[config.mk]
export PLATFORM = sky130hd
export DESIGN_NAME = ahb_input_stage
export DESIGN_NICKNAME = d
export VERILOG_FILES = /design/src/logic/ahb_in_pkg.sv /design/src/logic/ahb_hold_capture.sv /design/src/logic/ahb_pend_ctrl.sv /design/src/logic/ahb_wrap_bound.sv /design/src/logic/ahb_burst_fixup.sv /design/src/logic/ahb_input_stage.sv
export SDC_FILE = /design/constraint.sdc
export NUM_CORES = 1
export LEC_CHECK = 0
export BUFFER_PORTS_ARGS = -buffer_cell sky130_fd_sc_hd__buf_4
export CAP_MARGIN = 10
export CORE_MARGIN = 2
export CORE_UTILIZATION = 52
export CTS_CLUSTER_SIZE = 28
export DETAILED_ROUTE_END_ITERATION = 12
export GPL_TIMING_DRIVEN = 0
export PLACE_DENSITY = 0.9
export REMOVE_ABC_BUFFERS = 1
export SYNTH_ARGS = -nofsm -noshare
export SYNTH_HDL_FRONTEND = slang
export SYNTH_SLANG_ARGS = --single-unit
[constraint.sdc]
create_clock -name HCLK -period 2.13 [get_ports HCLK]
set_input_delay 0.1065 -clock HCLK [delete_from_list [all_inputs] [get_ports HCLK]]
set_output_delay 0.1065 -clock HCLK [all_outputs]
set_load 0.02 [all_outputs]
[src/logic/ahb_in_pkg.sv]
// Shared types for the AHB input stage
// Transfer, burst, size and response encodings, beat offset width

`default_nettype none

package ahb_in_pkg;

  // Beat offset width, set by the 16-beat maximum burst
  localparam int OFFSET_W = 4;

  // HTRANS encoding
  typedef enum logic [1:0] {
    IDLE   = 2'b00,
    BUSY   = 2'b01,
    NONSEQ = 2'b10,   // First beat or single
    SEQ    = 2'b11    // Follow-on beat
  } htrans_t;

  // HBURST encoding
  typedef enum logic [2:0] {
    SINGLE = 3'b000,
    INCR   = 3'b001,  // Undefined length
    WRAP4  = 3'b010,
    INCR4  = 3'b011,
    WRAP8  = 3'b100,
    INCR8  = 3'b101,
    WRAP16 = 3'b110,
    INCR16 = 3'b111
  } hburst_t;

  // HSIZE encoding, bytes per beat as a power of two
  typedef enum logic [2:0] {
    BYTE      = 3'b000,
    HALFWORD  = 3'b001,
    WORD      = 3'b010,
    DWORD     = 3'b011,
    SIZE_128  = 3'b100,
    SIZE_256  = 3'b101,
    SIZE_512  = 3'b110,
    SIZE_1024 = 3'b111
  } hsize_t;

  // HRESP encoding
  typedef enum logic [1:0] {
    OKAY  = 2'b00,
    ERROR = 2'b01,
    RETRY = 2'b10,    // Passed through only
    SPLIT = 2'b11     // Passed through only
  } hresp_t;

endpackage

`default_nettype wire

[src/logic/ahb_hold_capture.sv]
// Address phase capture for the AHB input stage
// Valid address decode, load strobe and holding registers

`timescale 1ns/1ps
`default_nettype none

module ahb_hold_capture #(
  parameter int ADDR_W   = 32,
  parameter int MASTER_W = 4
) (
  input  wire                        HCLK,
  input  wire                        HRESETn,
  input  wire                        HSELS,        // Port select
  input  wire        [ADDR_W-1:0]    HADDRS,
  input  wire ahb_in_pkg::htrans_t   HTRANSS,
  input  wire                        HWRITES,
  input  wire ahb_in_pkg::hsize_t    HSIZES,
  input  wire ahb_in_pkg::hburst_t   HBURSTS,
  input  wire        [3:0]           HPROTS,
  input  wire        [MASTER_W-1:0]  HMASTERS,
  input  wire                        HMASTLOCKS,
  input  wire                        HREADYS,      // Previous transfer done
  output logic                       addr_valid,   // Active address phase
  output logic                       load_reg,     // Holding register load
  output ahb_in_pkg::htrans_t        held_trans,
  output logic       [ADDR_W-1:0]    held_addr,
  output logic                       held_write,
  output ahb_in_pkg::hsize_t         held_size,
  output ahb_in_pkg::hburst_t        held_burst,
  output logic       [3:0]           held_prot,
  output logic       [MASTER_W-1:0]  held_master,
  output logic                       held_mastlock
);

  import ahb_in_pkg::*;

  // ------------------------------------------------------------------
  // Address phase decode
  // ------------------------------------------------------------------

  // Selected and NONSEQ or SEQ, BUSY and IDLE need no response
  assign addr_valid = HSELS && (HTRANSS == NONSEQ || HTRANSS == SEQ);

  // Accepted only when the bus moves on
  assign load_reg = addr_valid && HREADYS;

  // ------------------------------------------------------------------
  // Holding registers
  // ------------------------------------------------------------------

  always_ff @(posedge HCLK)
  begin
    if (!HRESETn)
    begin
      held_trans    <= IDLE;
      held_addr     <= '0;
      held_write    <= 1'b0;
      held_size     <= BYTE;
      held_burst    <= SINGLE;
      held_prot     <= '0;
      held_master   <= '0;
      held_mastlock <= 1'b0;
    end
    else if (load_reg)
    begin
      // Whole address phase, in case output stage is busy
      held_trans    <= HTRANSS;
      held_addr     <= HADDRS;
      held_write    <= HWRITES;
      held_size     <= HSIZES;
      held_burst    <= HBURSTS;
      held_prot     <= HPROTS;
      held_master   <= HMASTERS;
      held_mastlock <= HMASTLOCKS;
    end
  end

  // Held type is always an active beat after a load
  a_load_active: assert property (@(posedge HCLK) disable iff (!HRESETn)
    load_reg |=> (held_trans == NONSEQ || held_trans == SEQ))
    else $error("holding register took an IDLE or BUSY phase");

endmodule

`default_nettype wire

[src/logic/ahb_pend_ctrl.sv]
// Pending transfer control for the AHB input stage
// Pending flag, data phase valid flag, response mux towards the master

`timescale 1ns/1ps
`default_nettype none

module ahb_pend_ctrl (
  input  wire                       HCLK,
  input  wire                       HRESETn,
  input  wire                       HREADYS,
  input  wire                       addr_valid,
  input  wire                       load_reg,
  input  wire                       active_ip,     // Output stage serving this port
  input  wire                       readyout_ip,   // Shared slave HREADYOUT
  input  wire ahb_in_pkg::hresp_t   resp_ip,       // Shared slave HRESP
  output logic                      pend_reg,      // Held copy in use
  output logic                      held_tran_ip,  // Request to arbiter
  output logic                      HREADYOUTS,
  output ahb_in_pkg::hresp_t        HRESPS
);

  import ahb_in_pkg::*;

  logic pend_next;    // Next pending state
  logic data_valid;   // Data phase of a valid transfer

  // ------------------------------------------------------------------
  // Pending transfer
  // ------------------------------------------------------------------

  // New load while output stage elsewhere wins over the drain
  assign pend_next = (load_reg && !active_ip) ? 1'b1 :
                     (active_ip && readyout_ip) ? 1'b0 :
                     pend_reg;

  always_ff @(posedge HCLK)
  begin
    if (!HRESETn)
      pend_reg <= 1'b0;
    else
      pend_reg <= pend_next;
  end

  // Live in load cycle, kept up until drained
  assign held_tran_ip = load_reg || pend_reg;

  // Data phase tracks address phase on each accepted beat
  always_ff @(posedge HCLK)
  begin
    if (!HRESETn)
      data_valid <= 1'b0;
    else if (HREADYS)
      data_valid <= addr_valid;
  end

  // ------------------------------------------------------------------
  // Response to master
  // ------------------------------------------------------------------

  always_comb
  begin
    if (!data_valid)
    begin
      HREADYOUTS = 1'b1;          // Idle, busy or unselected
      HRESPS     = OKAY;
    end
    else if (pend_reg)
    begin
      HREADYOUTS = 1'b0;          // Wait until held copy drains
      HRESPS     = OKAY;
    end
    else
    begin
      HREADYOUTS = readyout_ip;   // Slave response straight through
      HRESPS     = resp_ip;
    end
  end

  // Pending only ever starts from a load the output stage missed
  a_pend_from_load: assert property (@(posedge HCLK) disable iff (!HRESETn)
    $rose(pend_reg) |-> $past(load_reg && !active_ip))
    else $error("pending flag set without a missed load");

endmodule

`default_nettype wire

[src/logic/ahb_wrap_bound.sv]
// Wrap boundary tracker for the AHB input stage
// Flags a beat sitting at the last offset of a wrapping burst

`timescale 1ns/1ps
`default_nettype none

module ahb_wrap_bound #(
  parameter int ADDR_W = 32
) (
  input  wire                        HCLK,
  input  wire                        HRESETn,
  input  wire        [ADDR_W-1:0]    HADDRS,
  input  wire ahb_in_pkg::hsize_t    HSIZES,
  input  wire ahb_in_pkg::hburst_t   HBURSTS,
  input  wire ahb_in_pkg::htrans_t   HTRANSS,
  input  wire                        HREADYS,
  output logic                       bound      // Last beat before wrap
);

  import ahb_in_pkg::*;

  logic [OFFSET_W-1:0] offset;      // Beat number within aligned block
  logic [OFFSET_W-1:0] check;       // Offset with non-wrap bits forced
  logic                bound_next;
  logic                bound_en;

  // ------------------------------------------------------------------
  // Beat offset from address and size
  // ------------------------------------------------------------------

  always_comb
  begin
    case (HSIZES)
      BYTE:     offset = HADDRS[3:0];
      HALFWORD: offset = HADDRS[4:1];
      WORD:     offset = HADDRS[5:2];
      DWORD:    offset = HADDRS[6:3];
      default:  offset = HADDRS[3:0];   // 128 bits and up use byte offset
    endcase
  end

  // Upper bits forced high so only wrap bits decide
  always_comb
  begin
    case (HBURSTS)
      WRAP4:   check = {2'b11, offset[1:0]};
      WRAP8:   check = {1'b1, offset[2:0]};
      WRAP16:  check = offset;
      default: check = '0;              // Never a boundary
    endcase
  end

  assign bound_next = &check;

  // Only accepted NONSEQ or SEQ beats move the flag
  assign bound_en = (HTRANSS == NONSEQ || HTRANSS == SEQ) && HREADYS;

  always_ff @(posedge HCLK)
  begin
    if (!HRESETn)
      bound <= 1'b0;
    else if (bound_en)
      bound <= bound_next;
  end

endmodule

`default_nettype wire

[src/logic/ahb_burst_fixup.sv]
// Output select and burst fix-up for the AHB input stage
// Held or direct transfer mux, override register, HTRANS and HBURST rewrite

`timescale 1ns/1ps
`default_nettype none

module ahb_burst_fixup #(
  parameter int ADDR_W   = 32,
  parameter int MASTER_W = 4
) (
  input  wire                        HCLK,
  input  wire                        HRESETn,
  input  wire                        HREADYS,
  input  wire                        active_ip,
  input  wire                        load_reg,
  input  wire                        pend_reg,
  input  wire                        bound,
  // Direct master side
  input  wire                        HSELS,
  input  wire        [ADDR_W-1:0]    HADDRS,
  input  wire ahb_in_pkg::htrans_t   HTRANSS,
  input  wire                        HWRITES,
  input  wire ahb_in_pkg::hsize_t    HSIZES,
  input  wire ahb_in_pkg::hburst_t   HBURSTS,
  input  wire        [3:0]           HPROTS,
  input  wire        [MASTER_W-1:0]  HMASTERS,
  input  wire                        HMASTLOCKS,
  // Holding registers
  input  wire ahb_in_pkg::htrans_t   held_trans,
  input  wire        [ADDR_W-1:0]    held_addr,
  input  wire                        held_write,
  input  wire ahb_in_pkg::hsize_t    held_size,
  input  wire ahb_in_pkg::hburst_t   held_burst,
  input  wire        [3:0]           held_prot,
  input  wire        [MASTER_W-1:0]  held_master,
  input  wire                        held_mastlock,
  // Towards output stage
  output logic                       sel_ip,
  output logic       [ADDR_W-1:0]    addr_ip,
  output ahb_in_pkg::htrans_t        trans_ip,
  output logic                       write_ip,
  output ahb_in_pkg::hsize_t         size_ip,
  output ahb_in_pkg::hburst_t        burst_ip,
  output logic       [3:0]           prot_ip,
  output logic       [MASTER_W-1:0]  master_ip,
  output logic                       mastlock_ip
);

  import ahb_in_pkg::*;

  htrans_t trans_int;       // Selected HTRANS before rewrite
  htrans_t trans_burst;     // Type that decides the burst rewrite
  hburst_t burst_int;       // Selected HBURST before rewrite
  logic    override;        // Interrupted burst being completed
  logic    override_next;

  // ------------------------------------------------------------------
  // Held or direct select
  // ------------------------------------------------------------------

  always_comb
  begin
    if (pend_reg)
    begin
      sel_ip      = 1'b1;
      trans_int   = NONSEQ;     // Held copy restarts the burst
      trans_burst = held_trans;
      addr_ip     = held_addr;
      write_ip    = held_write;
      size_ip     = held_size;
      burst_int   = held_burst;
      prot_ip     = held_prot;
      master_ip   = held_master;
      mastlock_ip = held_mastlock;
    end
    else
    begin
      sel_ip      = HSELS;
      trans_int   = HTRANSS;
      trans_burst = HTRANSS;
      addr_ip     = HADDRS;
      write_ip    = HWRITES;
      size_ip     = HSIZES;
      burst_int   = HBURSTS;
      prot_ip     = HPROTS;
      master_ip   = HMASTERS;
      mastlock_ip = HMASTLOCKS;
    end
  end

  // ------------------------------------------------------------------
  // Early burst termination
  // ------------------------------------------------------------------

  always_comb
  begin
    if (HTRANSS == NONSEQ || HTRANSS == IDLE)
      override_next = 1'b0;                  // Burst over
    else if (HTRANSS == SEQ && load_reg && !active_ip)
      override_next = 1'b1;                  // Burst broken mid-way
    else
      override_next = override;
  end

  always_ff @(posedge HCLK)
  begin
    if (!HRESETn)
      override <= 1'b0;
    else if (HREADYS)
      override <= override_next;
  end

  // Remaining beats carry on as INCR
  assign burst_ip = (override && trans_burst != NONSEQ) ? INCR : burst_int;

  // Past a wrap edge SEQ becomes NONSEQ and BUSY becomes IDLE
  assign trans_ip = (override && bound) ? htrans_t'({trans_int[1], 1'b0}) : trans_int;

  // Override only starts on a SEQ beat the output stage missed
  a_override_start: assert property (@(posedge HCLK) disable iff (!HRESETn)
    $rose(override) |-> $past(HTRANSS == SEQ && load_reg && !active_ip && HREADYS))
    else $error("burst override set without an interrupted SEQ beat");

endmodule

`default_nettype wire

[src/logic/ahb_input_stage.sv]
// AHB bus matrix input stage, top level
// Capture, pending control, burst fix-up and wrap boundary tracker

`timescale 1ns/1ps
`default_nettype none

module ahb_input_stage #(
  parameter int ADDR_W   = 32,    // At least 7 for the offset decode
  parameter int MASTER_W = 4
) (
  input  wire                        HCLK,
  input  wire                        HRESETn,
  // Master address phase
  input  wire                        HSELS,
  input  wire        [ADDR_W-1:0]    HADDRS,
  input  wire ahb_in_pkg::htrans_t   HTRANSS,
  input  wire                        HWRITES,
  input  wire ahb_in_pkg::hsize_t    HSIZES,
  input  wire ahb_in_pkg::hburst_t   HBURSTS,
  input  wire        [3:0]           HPROTS,
  input  wire        [MASTER_W-1:0]  HMASTERS,
  input  wire                        HMASTLOCKS,
  input  wire                        HREADYS,
  // Output stage status
  input  wire                        active_ip,
  input  wire                        readyout_ip,
  input  wire ahb_in_pkg::hresp_t    resp_ip,
  // Response to master
  output logic                       HREADYOUTS,
  output ahb_in_pkg::hresp_t         HRESPS,
  // Towards output stage
  output logic                       sel_ip,
  output logic       [ADDR_W-1:0]    addr_ip,
  output ahb_in_pkg::htrans_t        trans_ip,
  output logic                       write_ip,
  output ahb_in_pkg::hsize_t         size_ip,
  output ahb_in_pkg::hburst_t        burst_ip,
  output logic       [3:0]           prot_ip,
  output logic       [MASTER_W-1:0]  master_ip,
  output logic                       mastlock_ip,
  output logic                       held_tran_ip
);

  import ahb_in_pkg::*;

  logic                addr_valid;
  logic                load_reg;
  logic                pend_reg;
  logic                bound;
  htrans_t             held_trans;
  logic [ADDR_W-1:0]   held_addr;
  logic                held_write;
  hsize_t              held_size;
  hburst_t             held_burst;
  logic [3:0]          held_prot;
  logic [MASTER_W-1:0] held_master;
  logic                held_mastlock;

  // ------------------------------------------------------------------
  // Stage instances
  // ------------------------------------------------------------------

  ahb_hold_capture #(.ADDR_W(ADDR_W), .MASTER_W(MASTER_W)) u_capture (
    .HCLK, .HRESETn, .HSELS, .HADDRS, .HTRANSS, .HWRITES, .HSIZES,
    .HBURSTS, .HPROTS, .HMASTERS, .HMASTLOCKS, .HREADYS,
    .addr_valid, .load_reg,
    .held_trans, .held_addr, .held_write, .held_size, .held_burst,
    .held_prot, .held_master, .held_mastlock
  );

  ahb_pend_ctrl u_pend (
    .HCLK, .HRESETn, .HREADYS, .addr_valid, .load_reg,
    .active_ip, .readyout_ip, .resp_ip,
    .pend_reg, .held_tran_ip, .HREADYOUTS, .HRESPS
  );

  // Runs beside the chain on the direct inputs
  ahb_wrap_bound #(.ADDR_W(ADDR_W)) u_bound (
    .HCLK, .HRESETn, .HADDRS, .HSIZES, .HBURSTS, .HTRANSS, .HREADYS,
    .bound
  );

  ahb_burst_fixup #(.ADDR_W(ADDR_W), .MASTER_W(MASTER_W)) u_fixup (
    .HCLK, .HRESETn, .HREADYS, .active_ip, .load_reg, .pend_reg, .bound,
    .HSELS, .HADDRS, .HTRANSS, .HWRITES, .HSIZES, .HBURSTS, .HPROTS,
    .HMASTERS, .HMASTLOCKS,
    .held_trans, .held_addr, .held_write, .held_size, .held_burst,
    .held_prot, .held_master, .held_mastlock,
    .sel_ip, .addr_ip, .trans_ip, .write_ip, .size_ip, .burst_ip,
    .prot_ip, .master_ip, .mastlock_ip
  );

endmodule

`default_nettype wire

==> summary.md, run 1 <==
| Metric | Value |
|---|---|
| Outcome | `completed` |
| Detail-routed via count per cell | `5.28` |
| Final-report max-slew violation count | `0` |
| Routed via count | `2587` |
| TritonCTS clock tree | `done` |
| Syn avg cell area | `8.65 um^2` |
| Number of rows in the core area | `26` |
| Critical path capture point type | `output port` |
| Vias in the first global route | `2468` |
| Initial Util | `54.5%` |
| Worst-Margin Slew | `0.933 ns` |
| Simple-gate share of the synthesized area | `18.8%` |
| Chip height | `77.4 um` |
| Share of async-settable or async-resettable flops after synthesis | `0%` |
| Flip-flop count of the largest register, all copies and words added | `32` |
| Setup violation total in the final timing report | `0` |
| Average routed wire per standard cell | `13.6 um` |
| Core Box Area | `0.00514 mm^2` |
| TritonRoute pass-1 iters | `4` |
| Post-CTS resize count | `0` |
| Clk Latency, worst-skew pair | `0.29 ns` |
| Post-layout total power | `0.00208 W` |
| Critical path launch point | `u_pend.pend_reg` |
| Cell-by-cell trace of the critical path | `buf_12, mux2_2, buf_4` |
| Final Skew | `0 ns` |
| Number of buffers created by CTS | `5` |
| Worst Setup Slack, final | `0.101 ns` |
| Biggest area contributors in the synthesized netlist | `sky130_fd_sc_hd__dfxtp_1 (39%), sky130_fd_sc_hd__mux2_2 (18%), sky130_fd_sc_hd__nand2_1 (14%), sky130_fd_sc_hd__a21boi_0 (13%), sky130_fd_sc_hd__buf_2 (2.0%)` |
| Max-cap viol count | `0` |
| Max VDD drop | `378 uV` |
| Fraction of final layout cells with drive strength greater than 1 | `40.7%` |
| Die area | `0.00599 mm^2` |
| Top delay family on crit path | `flip-flops` |
| Sink Count | `54` |
| Number of nets in the layout | `478` |
| Final period utilization | `95.2%` |
| Synthesized-area fraction occupied by xor and xnor cells | `0%` |
| Ys Warns | `0` |
| Fraction of post-synthesis cell area in the top cell type by area | `38.6%` |
| Post-detailed-routing wire length | `6680 um` |
| Adder and majority cell fraction of the synthesized area | `0%` |
| Top post-synthesis cells by count | `sky130_fd_sc_hd__nand2_1 (101), sky130_fd_sc_hd__dfxtp_1 (54), sky130_fd_sc_hd__a21boi_0 (49)` |
| Rel. slew slack | `37.8%` |
| Setup CP Type | `flop to output port` |
| Areal power density over the cells | `555 mW/mm^2` |
| Kind of start point of the critical path | `flop` |
| Synth area leader | `sky130_fd_sc_hd__dfxtp_1` |
| Cell variety after synth | `36` |
| Residual DRC count | `0` |
| Overall Global Routing Usage | `21.3%` |
| Worst R2R Setup Slack | `0.95 ns` |
| RSZ-0062 raised after global routing | `false` |
| Worst-path cell with the longest stage delay | `sky130_fd_sc_hd__dfxtp_2` |
| Largest regs | `u_capture.held_addr (32), u_capture.held_master (4), u_capture.held_prot (4)` |
| Register name with the most flops | `u_capture.held_addr` |
| Max frequency | `493 MHz` |
| Total of flip-flops plus latches after synthesis | `54` |
| Estimated wirelength of the detail-placed design | `4700 um` |
| Worst hold margin | `0.0645 ns` |
| Post-synthesis instance area | `0.00280 mm^2` |
| CP bufs+invs | `2` |
| Global-route wire length before repair | `10600 um` |
| Number of enable-type register cells in the synthesized netlist | `0` |
| Worst-case clock buffer depth | `2` |
| DP Worst Slack | `0.421 ns` |
| Worst EP arrival | `1.92 ns` |
| Largest family of logic cells by synthesized area | `multiplexers` |
| Required time of the worst setup path | `2.02 ns` |
| Most used flip-flop cell after synthesis | `sky130_fd_sc_hd__dfxtp_1` |
| Total congestion overflow | `0` |
| DRC marker count from the first detailed-route iteration | `111` |
| Initial antenna violation count | `0` |
| Share of the synthesized area in compound gates (AO/OA/AOI/OAI) | `18.2%` |
| Period minus WS final | `2.03 ns` |
| Synthesis-to-finish area growth | `33.6%` |
| Buffers on Ports | `112` |
| Cell chosen for the clock root | `sky130_fd_sc_hd__clkbuf_8` |
| Weighted congestion reported at the end of routability-driven placement | `0.779` |
| Clock-pin slew reported for the worst setup and hold paths after clock tree synthesis | `0.09 ns` |
| Hold Vio Cnt, Final | `0` |
| ANT nets after route | `0` |
| Startpoint of the worst-slack reg-to-reg timing path | `u_pend.pend_reg` |
| Leakage power figure | `1.53 nW` |
| CTS H-Tree Depth | `2` |
| Largest net degree at the start of global routing | `56` |
| Final antenna diode count | `0` |
| Number of buffers inserted for hold repair after clock tree synthesis | `0` |
| Leading cell type by number of instances after synthesis | `sky130_fd_sc_hd__nand2_1` |
| Cells after Synth | `324` |
| Horizontal extent of the die | `77.4 um` |
| Top-level port count | `113` |
| Number of setup buffers added after CTS | `0` |
| Seq/Total Area, Yosys | `38.6%` |
| Path type of the worst min-delay path | `primary input to flop` |
| Start point of the worst min-delay path | `HADDRS[6]` |
| Max FO, Critical Path | `34` |
| Maximum cell stage delay along the critical path | `0.82 ns` |
| Proportion of synthesized area in mux cells | `19.6%` |
layer usage:
metal  share of wire [%]  GRT usage [%]
met4                0.67           3.93
met2                  51           41.0
met3                 6.1           5.81
met1                  42           23.4
met5                   0              0
through the flow:
| step | utilization, % | setup TNS (ns) | cells | instance area [um^2] |
|---|---|---|---|---|
| global placement | 70.3 | -37.99 | 481 | 3610 |
| detailed placement | 71.3 | 0 | 483 | 3670 |
| global route | 72.8 | 0 | 490 | 3740 |
| finish | 72.8 | 0 | 490 | 3740 |
| CTS | 72.8 | 0 | 490 | 3740 |
| floorplan | - | -0.419 | 299 | 2680 |
worst min-delay path, stage by stage:
cell                       delay (ns)
sky130_fd_sc_hd__buf_4           0.12
sky130_fd_sc_hd__nand2_1         0.05
sky130_fd_sc_hd__a21boi_1        0.05
layout make-up:
class / instances / area [um^2]
flip-flops and latches: 54 / 1080
well taps: 70 / 87.6
clock buffers: 7 / 76.3
inverters: 4 / 15.0
fillers: 406 / 1400
multi-input cells: 241 / 1590
repair buffers: 114 / 888
cell usage in the layout (no fill, tap or decap), types with 3 or more instances in the layout:
cell type,n
sky130_fd_sc_hd__buf_4,112
sky130_fd_sc_hd__nand2_1,101
sky130_fd_sc_hd__dfxtp_1,53
sky130_fd_sc_hd__a21boi_0,49
sky130_fd_sc_hd__mux2_2,44
sky130_fd_sc_hd__clkbuf_8,5
sky130_fd_sc_hd__inv_1,4
sky130_fd_sc_hd__mux2i_1,4
sky130_fd_sc_hd__nor2_1,4
sky130_fd_sc_hd__o21ai_0,4
sky130_fd_sc_hd__nand2b_1,3
report_power, final:
group,switching [W],total (W),internal [W]
Sequential,0.0000215,0.00106,0.00104
Clock,0.000300,0.000527,0.000227
Combinational,0.000237,0.000486,0.000249
Total,0.000559,0.00208,0.00152
logic make-up (layout without fill, tap and decap cells):
| group | after synthesis | in the layout |
|---|---|---|
| and+or+nand+nor | 124 | 124 |
| AOI/OAI and AO/OA | 68 | 68 |
| DFF | 54 | 54 |
| muxes | 49 | 49 |
| buffers and inverters | 29 | 125 |
path summary, 6_finish.rpt:
kind	to	depth (start not counted)
max	addr_ip[28]	3
min	u_capture.held_addr[6]	3
max reg2reg	u_pend.pend_reg	2
min reg2reg	u_capture.held_addr[6]	2
(Power assumes the default switching activity.)
==> run 2: changes to the inputs <==
--- a/config.mk
+++ b/config.mk
@@ -8,11 +8,11 @@
 export BUFFER_PORTS_ARGS = -buffer_cell sky130_fd_sc_hd__buf_4
 export CAP_MARGIN = 10
 export CORE_MARGIN = 2
-export CORE_UTILIZATION = 52
+export CORE_UTILIZATION = 48
 export CTS_CLUSTER_SIZE = 28
 export DETAILED_ROUTE_END_ITERATION = 12
 export GPL_TIMING_DRIVEN = 0
-export PLACE_DENSITY = 0.9
+export PLACE_DENSITY = 0.84
 export REMOVE_ABC_BUFFERS = 1
 export SYNTH_ARGS = -nofsm -noshare
 export SYNTH_HDL_FRONTEND = slang
==> constraint.sdc (replaced) <==
create_clock -name HCLK -period 2.15 [get_ports HCLK]
set_input_delay 0.1075 -clock HCLK [delete_from_list [all_inputs] [get_ports HCLK]]
set_output_delay 0.1075 -clock HCLK [all_outputs]
set_load 0.02 [all_outputs]
==> run 2 against run 1 <==
Net effect:
- via count fell by 1.2%
- global-route usage fell by 1.5 points
- first-iteration DRC count grew 7.2%
- clock power grew 8.3%
- sequential share of layout area down 0.23 points
- critical path type unchanged
- largest cell class unchanged
- largest power group unchanged
==> summary.md, run 2 (synthesized netlist as in run 1, its figures left out) <==
| Metric | Value |
|---|---|
| Overall Global Routing Usage | `19.8% (-1.5 points)` |
| Number of rows in the core area | `27 (+3.8%)` |
| Horizontal extent of the die | `80.4 um (+3.9%)` |
| Multi-input gate area | `0.00159 mm^2 (unchanged)` |
| Most common cell after layout, fill and taps aside | `sky130_fd_sc_hd__buf_4` |
| Register name with the most flops | `u_capture.held_addr` |
| Path type of the worst min-delay path | `primary input to flop` |
| Count of non-filler cells in the finished layout | `494 (+0.82%)` |
| Setup CP Type | `flop to output port` |
| Rel. slew slack | `51.0% (+13 points)` |
| Worst EP arrival | `1.92 ns (about the same)` |
| Top-level port count | `113 (unchanged)` |
| Initial antenna violation count | `0 (unchanged)` |
| Max frequency | `494 MHz` |
| Period minus WS final | `2.02 ns` |
| Maximum cell stage delay along the critical path | `0.81 ns (about the same)` |
| Areal power density over the cells | `558 mW/mm^2 (+0.50%)` |
| Top delay family on crit path | `flip-flops` |
| Number of buffers created by CTS | `5 (unchanged)` |
| DRC marker count from the first detailed-route iteration | `119 (+7.2%)` |
| Final Skew | `0 ns (unchanged)` |
| Hold Vio Cnt, Final | `0 (unchanged)` |
| Largest net degree at the start of global routing | `56 (unchanged)` |
| Chip height | `80.4 um (+3.9%)` |
| Max FO, Critical Path | `33 (-2.9%)` |
| Synthesis-to-finish area growth | `34.6%` |
| Outcome | `completed` |
| Post-detailed-routing wire length | `6490 um (-2.9%)` |
| Cell-by-cell trace of the critical path | `buf_12, mux2_2, buf_4` |
| Max VDD drop | `282 uV (-25%)` |
| Max-cap viol count | `0 (unchanged)` |
| Worst-Margin Slew | `0.734 ns (-0.198 ns)` |
| Commonest cells after routing, fill and taps aside | `sky130_fd_sc_hd__buf_4 (112), sky130_fd_sc_hd__nand2_1 (101), sky130_fd_sc_hd__dfxtp_1 (53), sky130_fd_sc_hd__a21boi_0 (49), sky130_fd_sc_hd__mux2_2 (44)` |
| Sequential standard cell area | `0.00108 mm^2 (unchanged)` |
| Global-route wire length before repair | `10300 um (-3.2%)` |
| Number of setup buffers added after CTS | `0 (unchanged)` |
| Worst R2R Setup Slack | `1.01 ns (+0.06 ns)` |
| ANT nets after route | `0 (unchanged)` |
| Number of buffers inserted for hold repair after clock tree synthesis | `0 (unchanged)` |
| Clock-pin slew reported for the worst setup and hold paths after clock tree synthesis | `0.09 ns (about the same)` |
| Kind of start point of the critical path | `flop` |
| Clk Latency, worst-skew pair | `0.29 ns (about the same)` |
| Fraction of final layout cells with drive strength greater than 1 | `41.2% (+0.52 points)` |
| Final period utilization | `94.2%` |
| Largest regs | `u_capture.held_addr (32), u_capture.held_master (4), u_capture.held_prot (4)` |
| Critical path capture point type | `output port` |
| Hold Crit Depth | `3 (unchanged)` |
| Setup violation total in the final timing report | `0 (unchanged)` |
| Post-CTS resize count | `0 (unchanged)` |
| Leakage power figure | `1.54 nW (+0.99%)` |
| Worst-case clock buffer depth | `2 (unchanged)` |
| Routed via count | `2556 (-1.2%)` |
| Vias in the first global route | `2384 (-3.4%)` |
| Residual DRC count | `0 (unchanged)` |
| Reg2Reg Capture Point | `u_pend.pend_reg` |
| Total congestion overflow | `0 (unchanged)` |
| CTS H-Tree Depth | `2 (unchanged)` |
| Start point of the worst min-delay path | `HPROTS[0]` |
| Worst r2r path cells | `2 (unchanged)` |
| TritonCTS clock tree | `done` |
| Number of nets in the layout | `479 (+0.21%)` |
| Estimated wirelength of the detail-placed design | `4660 um (-0.85%)` |
| Detail-routed via count per cell | `5.17 (-2.0%)` |
| Final antenna diode count | `0 (unchanged)` |
| Endpoint with the worst hold slack | `u_capture.held_prot[0]` |
| TritonRoute pass-1 iters | `4 (unchanged)` |
| Average routed wire per standard cell | `13.1 um (-3.7%)` |
| DP Worst Slack | `0.433 ns (+0.0116 ns)` |
| Required time of the worst setup path | `2.04 ns (+0.02 ns)` |
| Worst Setup Slack, final | `0.125 ns (+0.0239 ns)` |
| RSZ-0062 raised after global routing | `false` |
| Core Box Area | `0.00557 mm^2 (+8.4%)` |
| CP bufs+invs | `2 (unchanged)` |
| Startpoint of the worst-slack reg-to-reg timing path | `u_pend.pend_reg` |
| Filler cell count in the final layout | `467 (+15%)` |
| Final-report max-slew violation count | `0 (unchanged)` |
| Initial Util | `50.3% (-4.2 points)` |
| Worst-path cell with the longest stage delay | `sky130_fd_sc_hd__dfxtp_2` |
| Buffers on Ports | `112 (unchanged)` |
| Flip-flop count of the largest register, all copies and words added | `32 (unchanged)` |
| Cell chosen for the clock root | `sky130_fd_sc_hd__clkbuf_8` |
| Weighted congestion reported at the end of routability-driven placement | `0.832 (+6.8%)` |
| Sink Count | `54 (unchanged)` |
| Die area | `0.00647 mm^2 (+7.9%)` |
| Inst Count DP | `486 (+0.62%)` |
[run 2: worst max-delay path by stage]
stage | from | to | depth (start not counted) | slack [ns]
after global placement | u_pend.pend_reg | burst_ip[0] | 4 | -0.86
after detailed placement | u_pend.pend_reg | prot_ip[3] | 3 | 0.43
after CTS | u_pend.pend_reg | prot_ip[3] | 3 | 0.11
final | u_pend.pend_reg | addr_ip[21] | 3 | 0.13
after floorplan | u_pend.pend_reg | burst_ip[0] | 3 | -0.12
after global routing | u_pend.pend_reg | addr_ip[27] | 3 | 0.04
[run 2: power breakdown]
part	internal [W]	switching (W)	total, W	leakage (nW)
clock network	0.000261	0.000310	0.000571	0.0482
registers	0.00103	0.0000209	0.00105	0.439
logic	0.000248	0.000232	0.000480	1.05
[run 2: stage by stage]
stage               setup TNS, ns  power (W)  hold slack [ns]  instance area (um^2)  utilization (%)
finish                          0    0.00210           0.0670                  3770             67.7
global route                    0    0.00221           0.0644                  3770             67.7
CTS                             0    0.00213           0.0603                  3770             67.7
detailed placement              0    0.00156            0.385                  3680             66.1
global placement           -37.70    0.00154            0.374                  3610             64.8
floorplan                  -0.330    0.00131            0.225                  2680                -
[run 2: worst reg2reg max path: cells and delay by family, from the launching register on]
family	cells	cell delay [ns]
AO/OA/AOI/OAI	1	0.14
AND/OR/NAND/NOR	1	0.12
flip-flops	1	0.81
[run 2: cell type report]
class                   count  share of cell area (%)
clock buffers               7                    2.29
flip-flops and latches     54                    28.7
clock inverters             1                   0.133
well taps                  72                    2.39
multi-input cells         241                    42.2
inverters                   4                   0.398
repair buffers            115                    23.9
[run 2: metal layers]
metal  track usage [%]  vias to the layer above  share of wire, %
met3              5.51                        4               6.6
met2              37.4                       75                50
met5                 0                        -                 0
met1              22.0                     1192                43
li1                  -                     1285                 -
met4              4.07                        0              0.48
==> run 3: changes to the inputs <==
--- a/config.mk
+++ b/config.mk
@@ -8,11 +8,11 @@
 export BUFFER_PORTS_ARGS = -buffer_cell sky130_fd_sc_hd__buf_4
 export CAP_MARGIN = 10
 export CORE_MARGIN = 2
-export CORE_UTILIZATION = 48
+export CORE_UTILIZATION = 40
 export CTS_CLUSTER_SIZE = 28
 export DETAILED_ROUTE_END_ITERATION = 12
 export GPL_TIMING_DRIVEN = 0
-export PLACE_DENSITY = 0.84
+export PLACE_DENSITY = 0.73
 export REMOVE_ABC_BUFFERS = 1
 export SYNTH_ARGS = -nofsm -noshare
 export SYNTH_HDL_FRONTEND = slang
==> run 3 against run 2 <==
Net effect:
- via count shrank 0.86%
- sequential share of layout area fell by 0.16 points
- global-route usage shrank 3.7 points
- worst setup slack improved by 0.022 ns
- critical endpoint is now write_ip
- largest power group unchanged
- highest routed layer unchanged
==> summary.md, run 3 (synthesized netlist as in run 1, its figures left out) <==
| Metric | Value |
|---|---|
| ANT nets after route | `0 (unchanged)` |
| Number of setup buffers added after CTS | `0 (unchanged)` |
| Hold Vio Cnt, Final | `0 (unchanged)` |
| Initial Util | `41.3% (-9.0 points)` |
| Outcome | `completed` |
| Busiest metal layer after global routing | `met2` |
| Logic pwr share | `22.9% (about the same)` |
| Leakage power figure | `1.54 nW (-0.33%)` |
| Hold Crit Depth | `3 (unchanged)` |
| Worst Setup Slack, final | `0.147 ns (+0.0217 ns)` |
| Routed via count | `2534 (-0.86%)` |
| Max-cap viol count | `0 (unchanged)` |
| Setup violation total in the final timing report | `0 (unchanged)` |
| RSZ-0062 raised after global routing | `false` |
| Synthesis-to-finish area growth | `35.4%` |
| Reg2Reg Capture Point | `u_pend.pend_reg` |
| CP bufs+invs | `2 (unchanged)` |
| Areal power density over the cells | `550 mW/mm^2 (-1.4%)` |
| Met2 Track Usage GR | `28.9% (-8.6 points)` |
| Endpoint with the worst hold slack | `u_capture.held_addr[6]` |
| Worst R2R Setup Slack | `1.04 ns (+0.03 ns)` |
| Startpoint of the worst-slack reg-to-reg timing path | `u_pend.pend_reg` |
| Horizontal extent of the die | `87.7 um (+9.1%)` |
| Post-CTS resize count | `0 (unchanged)` |
| GR met3 Demand/Resource | `4.62% (-0.89 points)` |
| Most common cell after layout, fill and taps aside | `sky130_fd_sc_hd__buf_4` |
| Max FO, Critical Path | `32 (-3.0%)` |
| Flip-flop count of the largest register, all copies and words added | `32 (unchanged)` |
| Final period utilization | `93.2% (-1.0 points)` |
| Chip height | `87.7 um (+9.1%)` |
| Weighted congestion reported at the end of routability-driven placement | `0.728 (-13%)` |
| Initial antenna violation count | `0 (unchanged)` |
| Global-route wire length before repair | `10200 um (-0.67%)` |
| TritonCTS clock tree | `done` |
| TritonRoute pass-1 iters | `4 (unchanged)` |
| Filler cell count in the final layout | `633 (+36%)` |
| Cell chosen for the clock root | `sky130_fd_sc_hd__clkbuf_8` |
| Setup CP Type | `flop to output port` |
| Die area | `0.00769 mm^2 (+19%)` |
| Worst r2r path cells | `2 (unchanged)` |
| Number of buffers inserted for hold repair after clock tree synthesis | `0 (unchanged)` |
| Post-detailed-routing wire length | `6360 um (-1.9%)` |
| Critical path capture point type | `output port` |
| Worst EP arrival | `1.90 ns (-0.02 ns)` |
| Clock-pin slew reported for the worst setup and hold paths after clock tree synthesis | `0.09 ns (about the same)` |
| DP Worst Slack | `0.444 ns (+0.0114 ns)` |
| Maximum cell stage delay along the critical path | `0.79 ns (-0.02 ns)` |
| Number of rows in the core area | `30 (+11%)` |
| Overall Global Routing Usage | `16.2% (-3.7 points)` |
| DRC marker count from the first detailed-route iteration | `61 (-49%)` |
| Setup TNS Final | `0 ns (unchanged)` |
| Top-level port count | `113 (unchanged)` |
| Top delay family on crit path | `flip-flops` |
| Worst-path cell with the longest stage delay | `sky130_fd_sc_hd__dfxtp_2` |
| Kind of start point of the critical path | `flop` |
| Clock network fraction of total power | `26.6% (-0.5 points)` |
| Final antenna diode count | `0 (unchanged)` |
| Clk Latency, worst-skew pair | `0.30 ns (about the same)` |
| Sink Count | `54 (unchanged)` |
| Met1 Use GR | `19.2% (-2.8 points)` |
| Worst-Margin Slew | `0.708 ns (-0.0264 ns)` |
| Number of buffers created by CTS | `5 (unchanged)` |
| Total congestion overflow | `0 (unchanged)` |
| Period minus WS final | `2.00 ns (-0.0217 ns)` |
| Vias in the first global route | `2394 (+0.42%)` |
| Largest net degree at the start of global routing | `56 (unchanged)` |
| Register name with the most flops | `u_capture.held_addr` |
| Fraction of final layout cells with drive strength greater than 1 | `41.2% (-0.042 points)` |
| CTS H-Tree Depth | `2 (unchanged)` |
| Psw | `0.000557 W (-1.1%)` |
| Commonest cells after routing, fill and taps aside | `sky130_fd_sc_hd__buf_4 (112), sky130_fd_sc_hd__nand2_1 (101), sky130_fd_sc_hd__dfxtp_1 (53), sky130_fd_sc_hd__a21boi_0 (49), sky130_fd_sc_hd__mux2_2 (44)` |
| Part of the total power dissipated in sequential elements | `50.5% (+0.4 points)` |
| Cell-by-cell trace of the critical path | `buf_12, mux2_2, buf_4` |
| Post-layout total power | `0.00209 W (-0.85%)` |
| Average routed wire per standard cell | `12.3 um (-6.1%)` |
| Core Box Area | `0.00679 mm^2 (+22%)` |
| Detail-routed via count per cell | `4.91 (-5.1%)` |
| Buffers on Ports | `112 (unchanged)` |
| Internal power | `0.00153 W (-0.75%)` |
| Rel. slew slack | `52.8% (+1.8 points)` |
| Number of nets in the layout | `479 (unchanged)` |
| Final-report max-slew violation count | `0 (unchanged)` |
| Start point of the worst min-delay path | `HADDRS[6]` |
| Largest regs | `u_capture.held_addr (32), u_capture.held_master (4), u_capture.held_prot (4)` |
| Path type of the worst min-delay path | `primary input to flop` |
| Switching Fraction | `26.7% (-0.074 points)` |
| Required time of the worst setup path | `2.04 ns (about the same)` |
| Max VDD drop | `246 uV (-13%)` |
| Worst hold margin | `0.0628 ns (-0.00425 ns)` |
| Residual DRC count | `0 (unchanged)` |
| Max frequency | `499 MHz (+1.1%)` |
| Count of non-filler cells in the finished layout | `516 (+4.5%)` |
| Worst-case clock buffer depth | `2 (unchanged)` |
| Final Skew | `0 ns (unchanged)` |
| Inst Count DP | `510 (+4.9%)` |
| Estimated wirelength of the detail-placed design | `4460 um (-4.4%)` |
-- run 3: cell types whose count changed in the layout (fill, tap and decap cells not counted), sizes merged --
cell	change
clkinv	-1
clkbuf	-1
-- run 3: layout make-up --
type                    instances  area, um^2  share of cell area [%]
multi-input cells             241        1590                    42.0
inverters                       4        15.0                   0.396
well taps                      96         120                    3.17
flip-flops and latches         54        1080                    28.5
repair buffers                115         901                    23.7
clock buffers                   6        82.6                    2.18
-- run 3: routing by layer --
layer / up-vias / part of all wire [%]
li1: 1283 / -
met1: 1163 / 43
met2: 81 / 49
met3: 7 / 7.2
met4: 0 / 0.72
met5: - / 0
-- run 3: how the worst max path moves through the flow --
| stage | start | endpoint | slack, ns | cells past startpoint |
|---|---|---|---|---|
| floorplan | u_pend.pend_reg | burst_ip[0] | -0.12 | 3 |
| global placement | u_pend.pend_reg | burst_ip[0] | -0.85 | 4 |
| detailed placement | u_pend.pend_reg | addr_ip[15] | 0.44 | 3 |
| CTS | u_pend.pend_reg | write_ip | 0.11 | 3 |
| global route | u_pend.pend_reg | burst_ip[0] | 0.01 | 4 |
| finish | u_pend.pend_reg | write_ip | 0.15 | 3 |
-- run 3: through the flow --
step	utilization, %	cell area [um^2]
final	55.9	3790
after global routing	55.9	3790
after CTS	55.9	3790
after detailed placement	54.6	3710
after global placement	53.6	3640
after floorplan	-	2680
-- run 3: worst register-to-register path, cell delays in order (launching register included) --
cell	delay (ns)
sky130_fd_sc_hd__dfxtp_2	0.79
sky130_fd_sc_hd__a21oi_1	0.14
sky130_fd_sc_hd__nor2b_1	0.12
-- run 3: power groups by stage --
stage | Sequential (W) | Clock (W) | Combinational, W
CTS | 0.00105 | 0.000585 | 0.000484
detailed placement | 0.00108 | 0 | 0.000483
global route | 0.00106 | 0.000617 | 0.000518
finish | 0.00105 | 0.000555 | 0.000478
global placement | 0.00108 | 0 | 0.000465
floorplan | 0.00107 | 0 | 0.000236
